--- src/ooo_pkg.sv ---
`default_nettype none

package ooo_pkg;

    localparam int ROB_DEPTH  = 16;          // Reorder buffer entries
    localparam int TAG_W      = 4;           // Entry index width
    localparam int XLEN       = 32;          // Data path width
    localparam int REG_W      = 5;           // Destination register number
    localparam int MUL_STAGES = 3;           // Multiplier pipeline depth

    typedef enum logic [3:0] {
        OP_ADD,
        OP_SUB,
        OP_AND,
        OP_OR,
        OP_XOR,
        OP_SLL,                              // Shift by b[4:0]
        OP_MUL,                              // Low half of product
        OP_DIVU,                             // Unsigned quotient
        OP_REMU                              // Unsigned remainder
    } op_e;

    typedef enum logic [1:0] {
        UNIT_ALU,
        UNIT_MUL,
        UNIT_DIV
    } unit_e;

    // Steers an operation to its execution unit
    function automatic unit_e unit_of(input op_e op);
        case (op)
            OP_MUL:          return UNIT_MUL;
            OP_DIVU, OP_REMU: return UNIT_DIV;
            default:         return UNIT_ALU;
        endcase
    endfunction

endpackage

`default_nettype wire

--- src/reorder_buffer.sv ---
`default_nettype none

module reorder_buffer import ooo_pkg::*; (
    input  logic             clk,
    input  logic             rst,
    input  logic             dispatch_valid,
    input  op_e              dispatch_op,
    input  logic [REG_W-1:0] dispatch_dest,
    input  logic [XLEN-1:0]  dispatch_a,
    input  logic [XLEN-1:0]  dispatch_b,
    output logic             dispatch_stall,
    output logic             issue_alu,
    output logic             issue_mul,
    output logic             issue_div,
    output op_e              issue_op,
    output logic [TAG_W-1:0] issue_tag,
    output logic [XLEN-1:0]  issue_a,
    output logic [XLEN-1:0]  issue_b,
    input  logic             alu_busy,
    input  logic             mul_busy,
    input  logic             div_busy,
    input  logic             cmp_valid,
    input  logic [TAG_W-1:0] cmp_tag,
    input  logic [XLEN-1:0]  cmp_value,
    output logic             commit_valid,
    output logic [REG_W-1:0] commit_dest,
    output logic [XLEN-1:0]  commit_value
);

    logic [ROB_DEPTH-1:0] rdy_q;              // Result written back
    logic [REG_W-1:0]     dest_q [ROB_DEPTH];
    logic [XLEN-1:0]      value_q [ROB_DEPTH];
    logic [TAG_W-1:0]     head_q;             // Oldest entry
    logic [TAG_W-1:0]     tail_q;             // Next free entry, also the new tag
    logic [TAG_W:0]       count_q;            // Occupied entries

    unit_e target;
    logic  full;
    logic  unit_busy;
    logic  take;
    logic  retire;

    assign target = unit_of(dispatch_op);
    assign full   = (count_q == (TAG_W+1)'(ROB_DEPTH));

    always_comb begin
        case (target)
            UNIT_MUL: unit_busy = mul_busy;
            UNIT_DIV: unit_busy = div_busy;
            default:  unit_busy = alu_busy;
        endcase
    end

    assign dispatch_stall = full || unit_busy;
    assign take           = dispatch_valid && !dispatch_stall;
    assign retire         = rdy_q[head_q];    // Head done, leave next edge

    // Issue goes out in the same cycle the entry is taken
    assign issue_alu = take && (target == UNIT_ALU);
    assign issue_mul = take && (target == UNIT_MUL);
    assign issue_div = take && (target == UNIT_DIV);
    assign issue_op  = dispatch_op;
    assign issue_tag = tail_q;
    assign issue_a   = dispatch_a;
    assign issue_b   = dispatch_b;

    always_ff @(posedge clk or posedge rst) begin
        if (rst) begin
            rdy_q        <= '0;
            head_q       <= '0;
            tail_q       <= '0;
            count_q      <= '0;
            commit_valid <= 1'b0;
        end else begin
            if (take) begin
                rdy_q[tail_q] <= 1'b0;        // New entry waits for its result
                tail_q <= (tail_q == TAG_W'(ROB_DEPTH-1)) ? '0 : tail_q + 1'b1;
            end
            if (cmp_valid) begin
                rdy_q[cmp_tag] <= 1'b1;
            end
            if (retire) begin
                rdy_q[head_q] <= 1'b0;        // Free the slot
                head_q <= (head_q == TAG_W'(ROB_DEPTH-1)) ? '0 : head_q + 1'b1;
            end
            commit_valid <= retire;
            count_q <= count_q + {{TAG_W{1'b0}}, take} - {{TAG_W{1'b0}}, retire};
        end
    end

    // Entry payload and commit data
    always_ff @(posedge clk) begin
        if (take) begin
            dest_q[tail_q] <= dispatch_dest;
        end
        if (cmp_valid) begin
            value_q[cmp_tag] <= cmp_value;    // Written back by tag
        end
        if (retire) begin
            commit_dest  <= dest_q[head_q];
            commit_value <= value_q[head_q];
        end
    end

endmodule

`default_nettype wire

--- src/alu_unit.sv ---
`default_nettype none

module alu_unit import ooo_pkg::*; (
    input  logic             clk,
    input  logic             rst,
    input  logic             issue_alu,
    input  op_e              issue_op,
    input  logic [TAG_W-1:0] issue_tag,
    input  logic [XLEN-1:0]  issue_a,
    input  logic [XLEN-1:0]  issue_b,
    output logic             alu_busy,
    output logic             alu_done,
    output logic [TAG_W-1:0] alu_tag,
    output logic [XLEN-1:0]  alu_value,
    input  logic             alu_grant
);

    logic [XLEN-1:0] result;

    always_comb begin
        case (issue_op)
            OP_ADD:  result = issue_a + issue_b;
            OP_SUB:  result = issue_a - issue_b;
            OP_AND:  result = issue_a & issue_b;
            OP_OR:   result = issue_a | issue_b;
            OP_XOR:  result = issue_a ^ issue_b;
            OP_SLL:  result = issue_a << issue_b[4:0];  // Low five bits only
            default: result = '0;
        endcase
    end

    always_ff @(posedge clk or posedge rst) begin
        if (rst) begin
            alu_done <= 1'b0;
        end else if (issue_alu) begin
            alu_done <= 1'b1;                 // May refill on the grant cycle
        end else if (alu_grant) begin
            alu_done <= 1'b0;
        end
    end

    always_ff @(posedge clk) begin
        if (issue_alu) begin
            alu_tag   <= issue_tag;
            alu_value <= result;
        end
    end

    assign alu_busy = alu_done && !alu_grant; // Held result blocks new issue

endmodule

`default_nettype wire

--- src/mul_unit.sv ---
`default_nettype none

module mul_unit import ooo_pkg::*; (
    input  logic             clk,
    input  logic             rst,
    input  logic             issue_mul,
    input  op_e              issue_op,
    input  logic [TAG_W-1:0] issue_tag,
    input  logic [XLEN-1:0]  issue_a,
    input  logic [XLEN-1:0]  issue_b,
    output logic             mul_busy,
    output logic             mul_done,
    output logic [TAG_W-1:0] mul_tag,
    output logic [XLEN-1:0]  mul_value,
    input  logic             mul_grant
);

    logic [MUL_STAGES-1:0] vld_q;             // One bit per stage
    logic [TAG_W-1:0]      tag_q [MUL_STAGES];
    logic [XLEN-1:0]       a_q;               // Stage 1 operands
    logic [XLEN-1:0]       b_q;
    logic [XLEN-1:0]       plo_q;             // Stage 2 a times b low half
    logic [XLEN/2-1:0]     phi_q;             // Stage 2 a times b high half, low bits
    logic [XLEN-1:0]       prod_q;            // Stage 3 result
    logic                  advance;
    logic                  start;

    assign advance = !(vld_q[MUL_STAGES-1] && !mul_grant);  // Freeze whole pipe
    assign start   = issue_mul && (issue_op == OP_MUL);

    always_ff @(posedge clk or posedge rst) begin
        if (rst) begin
            vld_q <= '0;
        end else if (advance) begin
            vld_q <= {vld_q[MUL_STAGES-2:0], start};
        end
    end

    always_ff @(posedge clk) begin
        if (advance) begin
            tag_q[0] <= issue_tag;
            for (int k = 1; k < MUL_STAGES; k++) begin
                tag_q[k] <= tag_q[k-1];
            end
            a_q    <= issue_a;
            b_q    <= issue_b;
            plo_q  <= a_q * {{(XLEN/2){1'b0}}, b_q[XLEN/2-1:0]};
            phi_q  <= a_q[XLEN/2-1:0] * b_q[XLEN-1:XLEN/2];  // Only bits below 32 survive
            prod_q <= plo_q + {phi_q, {(XLEN/2){1'b0}}};
        end
    end

    assign mul_done  = vld_q[MUL_STAGES-1];
    assign mul_tag   = tag_q[MUL_STAGES-1];
    assign mul_value = prod_q;
    assign mul_busy  = !advance;              // Stage 1 cannot take a new op

endmodule

`default_nettype wire

--- src/div_unit.sv ---
`default_nettype none

module div_unit import ooo_pkg::*; (
    input  logic             clk,
    input  logic             rst,
    input  logic             issue_div,
    input  op_e              issue_op,
    input  logic [TAG_W-1:0] issue_tag,
    input  logic [XLEN-1:0]  issue_a,
    input  logic [XLEN-1:0]  issue_b,
    output logic             div_busy,
    output logic             div_done,
    output logic [TAG_W-1:0] div_tag,
    output logic [XLEN-1:0]  div_value,
    input  logic             div_grant
);

    logic            run_q;                   // Iterating
    logic [5:0]      cnt_q;                   // Quotient bits left
    logic [XLEN-1:0] rem_q;                   // Partial remainder
    logic [XLEN-1:0] quo_q;                   // Dividend shifts out, quotient in
    logic [XLEN-1:0] dsr_q;                   // Divisor
    logic            is_rem_q;                // REMU wants the remainder
    logic [XLEN:0]   shifted;
    logic [XLEN:0]   diff;

    assign shifted = {rem_q, quo_q[XLEN-1]};
    assign diff    = shifted - {1'b0, dsr_q}; // Top bit set means borrow

    always_ff @(posedge clk or posedge rst) begin
        if (rst) begin
            run_q    <= 1'b0;
            cnt_q    <= '0;
            div_done <= 1'b0;
        end else begin
            if (issue_div) begin
                run_q <= 1'b1;
                cnt_q <= 6'(XLEN);
            end else if (run_q && cnt_q == '0) begin
                run_q <= 1'b0;                // Last cycle picks the result
            end else if (run_q) begin
                cnt_q <= cnt_q - 1'b1;
            end
            if (run_q && cnt_q == '0) begin
                div_done <= 1'b1;
            end else if (div_grant) begin
                div_done <= 1'b0;
            end
        end
    end

    // Zero divisor never borrows, so quotient is all ones and remainder the dividend
    always_ff @(posedge clk) begin
        if (issue_div) begin
            rem_q    <= '0;
            quo_q    <= issue_a;
            dsr_q    <= issue_b;
            is_rem_q <= (issue_op == OP_REMU);
            div_tag  <= issue_tag;
        end else if (run_q && cnt_q != '0) begin
            if (!diff[XLEN]) begin
                rem_q <= diff[XLEN-1:0];      // Subtract fits
                quo_q <= {quo_q[XLEN-2:0], 1'b1};
            end else begin
                rem_q <= shifted[XLEN-1:0];   // Restore
                quo_q <= {quo_q[XLEN-2:0], 1'b0};
            end
        end else if (run_q) begin
            div_value <= is_rem_q ? rem_q : quo_q;
        end
    end

    assign div_busy = run_q || (div_done && !div_grant);

endmodule

`default_nettype wire

--- src/completion_arbiter.sv ---
`default_nettype none

module completion_arbiter import ooo_pkg::*; (
    input  logic             clk,
    input  logic             rst,
    input  logic             alu_done,
    input  logic [TAG_W-1:0] alu_tag,
    input  logic [XLEN-1:0]  alu_value,
    input  logic             mul_done,
    input  logic [TAG_W-1:0] mul_tag,
    input  logic [XLEN-1:0]  mul_value,
    input  logic             div_done,
    input  logic [TAG_W-1:0] div_tag,
    input  logic [XLEN-1:0]  div_value,
    output logic             alu_grant,
    output logic             mul_grant,
    output logic             div_grant,
    output logic             cmp_valid,
    output logic [TAG_W-1:0] cmp_tag,
    output logic [XLEN-1:0]  cmp_value
);

    unit_e      ptr_q;                        // First source to look at
    unit_e      sel;                          // Granted source
    logic [2:0] req;                          // Indexed by unit_e
    logic [2:0] gnt;

    assign req = {div_done, mul_done, alu_done};

    always_comb begin
        int idx;
        gnt = '0;
        sel = ptr_q;
        for (int k = 0; k < 3; k++) begin
            idx = (int'(ptr_q) + k) % 3;
            if (gnt == '0 && req[idx]) begin  // First requester wins
                gnt[idx] = 1'b1;
                sel      = unit_e'(idx);
            end
        end
    end

    always_ff @(posedge clk or posedge rst) begin
        if (rst) begin
            ptr_q <= UNIT_ALU;
        end else if (cmp_valid) begin
            ptr_q <= (sel == UNIT_DIV) ? UNIT_ALU : unit_e'(sel + 2'd1);  // One past the winner
        end
    end

    assign alu_grant = gnt[UNIT_ALU];
    assign mul_grant = gnt[UNIT_MUL];
    assign div_grant = gnt[UNIT_DIV];
    assign cmp_valid = |gnt;

    always_comb begin
        case (sel)
            UNIT_MUL: begin cmp_tag = mul_tag; cmp_value = mul_value; end
            UNIT_DIV: begin cmp_tag = div_tag; cmp_value = div_value; end
            default:  begin cmp_tag = alu_tag; cmp_value = alu_value; end
        endcase
    end

endmodule

`default_nettype wire

--- src/exec_core.sv ---
`default_nettype none

module exec_core import ooo_pkg::*; (
    input  logic             clk,
    input  logic             rst,
    input  logic             dispatch_valid,
    input  op_e              dispatch_op,
    input  logic [REG_W-1:0] dispatch_dest,
    input  logic [XLEN-1:0]  dispatch_a,
    input  logic [XLEN-1:0]  dispatch_b,
    output logic             dispatch_stall,
    output logic             commit_valid,
    output logic [REG_W-1:0] commit_dest,
    output logic [XLEN-1:0]  commit_value
);

    // Shared issue bus
    logic             issue_alu, issue_mul, issue_div;
    op_e              issue_op;
    logic [TAG_W-1:0] issue_tag;
    logic [XLEN-1:0]  issue_a, issue_b;

    // Unit results toward the arbiter
    logic             alu_busy, alu_done, alu_grant;
    logic [TAG_W-1:0] alu_tag;
    logic [XLEN-1:0]  alu_value;
    logic             mul_busy, mul_done, mul_grant;
    logic [TAG_W-1:0] mul_tag;
    logic [XLEN-1:0]  mul_value;
    logic             div_busy, div_done, div_grant;
    logic [TAG_W-1:0] div_tag;
    logic [XLEN-1:0]  div_value;

    // Completion bus back into the ROB
    logic             cmp_valid;
    logic [TAG_W-1:0] cmp_tag;
    logic [XLEN-1:0]  cmp_value;

    reorder_buffer u_rob (
        .clk, .rst,
        .dispatch_valid, .dispatch_op, .dispatch_dest, .dispatch_a, .dispatch_b,
        .dispatch_stall,
        .issue_alu, .issue_mul, .issue_div, .issue_op, .issue_tag, .issue_a, .issue_b,
        .alu_busy, .mul_busy, .div_busy,
        .cmp_valid, .cmp_tag, .cmp_value,
        .commit_valid, .commit_dest, .commit_value
    );

    alu_unit u_alu (
        .clk, .rst, .issue_alu, .issue_op, .issue_tag, .issue_a, .issue_b,
        .alu_busy, .alu_done, .alu_tag, .alu_value, .alu_grant
    );

    mul_unit u_mul (
        .clk, .rst, .issue_mul, .issue_op, .issue_tag, .issue_a, .issue_b,
        .mul_busy, .mul_done, .mul_tag, .mul_value, .mul_grant
    );

    div_unit u_div (
        .clk, .rst, .issue_div, .issue_op, .issue_tag, .issue_a, .issue_b,
        .div_busy, .div_done, .div_tag, .div_value, .div_grant
    );

    completion_arbiter u_arb (
        .clk, .rst,
        .alu_done, .alu_tag, .alu_value,
        .mul_done, .mul_tag, .mul_value,
        .div_done, .div_tag, .div_value,
        .alu_grant, .mul_grant, .div_grant,
        .cmp_valid, .cmp_tag, .cmp_value
    );

endmodule

`default_nettype wire

--- config.mk ---
export PLATFORM = sky130hd
export DESIGN_NAME = exec_core
export DESIGN_NICKNAME = d
export VERILOG_FILES = /design/src/ooo_pkg.sv /design/src/reorder_buffer.sv /design/src/alu_unit.sv /design/src/mul_unit.sv /design/src/div_unit.sv /design/src/completion_arbiter.sv /design/src/exec_core.sv
export SDC_FILE = /design/constraint.sdc
export NUM_CORES = 2
export LEC_CHECK = 0
export BUFFER_PORTS_ARGS = -buffer_cell sky130_fd_sc_hd__buf_2
export CAP_MARGIN = 20
export CORE_UTILIZATION = 46
export DETAILED_ROUTE_END_ITERATION = 16
export GPL_TIMING_DRIVEN = 1
export PLACE_DENSITY = 0.63
export SLEW_MARGIN = 20
export SYNTH_ARGS = -nofsm -noshare
export SYNTH_HDL_FRONTEND = slang
export SYNTH_SLANG_ARGS = --single-unit
--- constraint.sdc ---
create_clock -name clk -period 10.2 [get_ports clk]
set_input_delay 1.53 -clock clk [delete_from_list [all_inputs] [get_ports clk]]
set_output_delay 1.53 -clock clk [all_outputs]
set_load 0.01 [all_outputs]
==> reports/metrics.yaml <==
drc: 0
path_delay_family: "adder cells"
max_freq_mhz: 143
ys_top_cells_by_count: "edfxtp_1, inv_1, nand2_1, fa_1, ha_1"
yosys-top-cells-area: "edfxtp_1, fa_1, mux4_2"
layout.nets: 5696
end_kind: "flop"
cp.buffers_inverters: 5
grt_overflow: 0
pin_count: 115
globalplace.congestion: 0.945
hold_buffers: 0
coreArea_um2: 131000
startpoint_type: "flop"
postCtsSetupRepairBufs: 0
finalMaxSlewViolations: 0
synth_enable_flop_cells: 922
cp_data_arrival_time_ps: 7430
die-area_um2: 134000
syn-cell-area_um2: 60800
clockBufferDepth: 3
yosysSeqAreaShare_pct: 48.4
max_stage_delay_ps: 1090
initial_core_util_pct: 46.3
critPathMaxFanout: 24
min_path_cells: 0
max_slew_margin_pct: 25.1
setup_violations: 0
critical_path_class: "reg -> reg"
vias: 38400
netlist_instances: 4877
synth_top_area_share_pct: 45.6
rr_worst_depth: 24
numPortBuffers: 114
finalHoldViolCount: 0
ys_async_sr_fraction_pct: 4.41
drt-total-wl_um: 164000
clock-sinks: 998
synth_nets: 5625
synth_largest_area_cell: "edfxtp_1"
drive_above_1_share_pct: 13.2
reg2reg_setup_slack_ps: 3200
grt_pass1_wl_um: 247000
clock_latency_ps: 740
area_delta_synth_final_pct: 10.5
crit_required_ps: 10630
ant_nets: 0
synth_most_common_cell: "edfxtp_1"
status: "completed"
cp_slowest_cell: "edfxtp_1"
ctsResizeCount: 0
clock_skew_ps: 56.9
period_share_pct: 68.7
post_drt_wl_per_cell_um: 24.1
cts_tree: "built"
fin_crit_ps: 7000
ys_types: 86
dieHeight_um: 365
yosysWarnings: 0
hold_class: "reg -> reg"
drtIter0Drc: 3800
rows: 133
h-tree-depth: 3
timing.setup.tns_ps: 0
antenna_found_initial: 18
cts-root-buf: "clkbuf_16"
grt_pass1_vias: 38500
drt_first_pass_iters: 6
crit_top_cell: "fa_1"
worst_pin_slew_ps: 1120
path_clk_slew_ps: 60
dieWidth_um: 365
syn_avg_cell_area_um2: 12.5
rsz0062_at_grt: "no"
hpwl_um: 113000
viasPerCell: 5.65
synth-seq-cells: 998
cp_cell_sequence: "nand2_1 > fa_1 > inv_1 > fa_1 > inv_1 > fa_1 > inv_1 > fa_1 > fa_1 > inv_1 > fa_1 > inv_1 > ha_1 > a211oi_1 > nand2_1 > a211oi_1 > o31a_1 > o21ai_1 > and3_1 > o31a_1 > o21ai_0 > nand2b_1 > a21oi_1 > xnor2_1"
synthFlopType: "edfxtp_1"
crit_cells: 24
cts_buffers: 107
fillers: 11200
cap_violations: 0
grt_max_degree: 74
grtUsageTotal_pct: 24.9
stage by stage:
step | utilization [%] | hold WS (ps) | setup WS [ps] | cells | area [µm²]
after floorplan | - | 400 | 3150 | 4877 | 60800
after global routing | 51.2 | 424 | 2820 | 6800 | 67200
after detailed placement | 48.3 | 406 | 3020 | 6593 | 63500
after CTS | 51.1 | 414 | 3080 | 6796 | 67100
after global placement | 48.3 | 401 | 3110 | 6591 | 63400
final | 51.2 | 415 | 3200 | 6806 | 67200
cell type report:
cell class | instances | area, µm² | share of cell area [%]
Clock inverter | 69 | 747 | 1.11
Timing Repair Buffer | 197 | 1210 | 1.80
Inverter | 637 | 2390 | 3.56
Antenna cell | 9 | 22.5 | 0.0335
Sequential cell | 998 | 29400 | 43.8
Multi-Input combinational cell | 3007 | 28300 | 42.1
Clock buffer | 134 | 2880 | 4.29
Tap cell | 1755 | 2200 | 3.27
cell usage in the layout (no fill, tap or decap), types with 15 or more instances in the layout:
| cell | instances |
|---|---|
| clkbuf_16 | 108 |
| nand2b_1 | 30 |
| xnor2_1 | 151 |
| nand4_1 | 18 |
| a31oi_1 | 16 |
| a22oi_1 | 55 |
| ha_1 | 283 |
| mux2i_1 | 53 |
| edfxtp_1 | 922 |
| nor2_4 | 17 |
| a21oi_1 | 192 |
| and2_1 | 192 |
| buf_4 | 81 |
| inv_1 | 635 |
| dfrtp_1 | 40 |
| dfxtp_1 | 32 |
| nand2_1 | 571 |
| o211ai_1 | 15 |
| o21ai_0 | 185 |
| a21oi_2 | 19 |
| clkinv_1 | 21 |
| clkinv_2 | 16 |
| xor2_1 | 42 |
| o21a_1 | 22 |
| mux4_2 | 198 |
| and3_1 | 17 |
| nor2_1 | 191 |
| a211oi_1 | 18 |
| a21o_1 | 40 |
| fa_1 | 388 |
| buf_2 | 114 |
| clkbuf_1 | 18 |
| mux2_2 | 35 |
| nor2b_1 | 19 |
| nor3_1 | 25 |
| nand3_1 | 40 |
sequential cells by signal, indices dropped and copies added, names as in the netlist, 5 cells and up:
name                count
u_alu.alu_value        32
u_div.cnt_q             6
u_div.div_value        32
u_div.dsr_q            32
u_div.quo_q            32
u_div.rem_q            32
u_mul.a_q              32
u_mul.b_q              32
u_mul.mul_value        32
u_mul.phi_q            16
u_mul.plo_q            32
u_mul.tag_q            12
u_rob.commit_dest       5
u_rob.commit_value     32
u_rob.count_q           5
u_rob.dest_q           80
u_rob.rdy_q            16
u_rob.value_q         512
layer usage:
metal	track usage, %	routed length (µm)	part of all wire (%)
met1	35.3	70200	43
met2	39.3	76000	46
met3	4.06	12500	7.6
met4	8.06	5190	3.2
met5	0	86	0.052
cell families (layout without fill, tap and decap cells):
group           Yosys count  after routing  share of synthesized area (%)
buf+inv                 872           1037                           5.43
compound gates          690            690                           7.15
fa+ha+maj               672            672                           18.6
simple gates           1164           1164                           8.68
other cells               0              9                              0
flops                   998            998                           48.4
mux                     287            287                           8.88
xor+xnor                194            194                           2.83
path summary, 6_finish.rpt:
path	from	to
worst min-delay path	u_mul.tag_q[0][5]	u_mul.tag_q[0][9]
worst max register to register	u_mul.b_q[8]	u_mul.plo_q[31]
min in group asynchronous	rst	u_rob.commit_valid
max in group asynchronous	rst	u_rob.head_q[0]
worst max-delay path	u_mul.b_q[8]	u_mul.plo_q[31]
worst min register to register	u_mul.tag_q[0][5]	u_mul.tag_q[0][9]
Power is not shown: default switching activity piles up to over one toggle a cycle in this logic, so the estimate is an artifact.
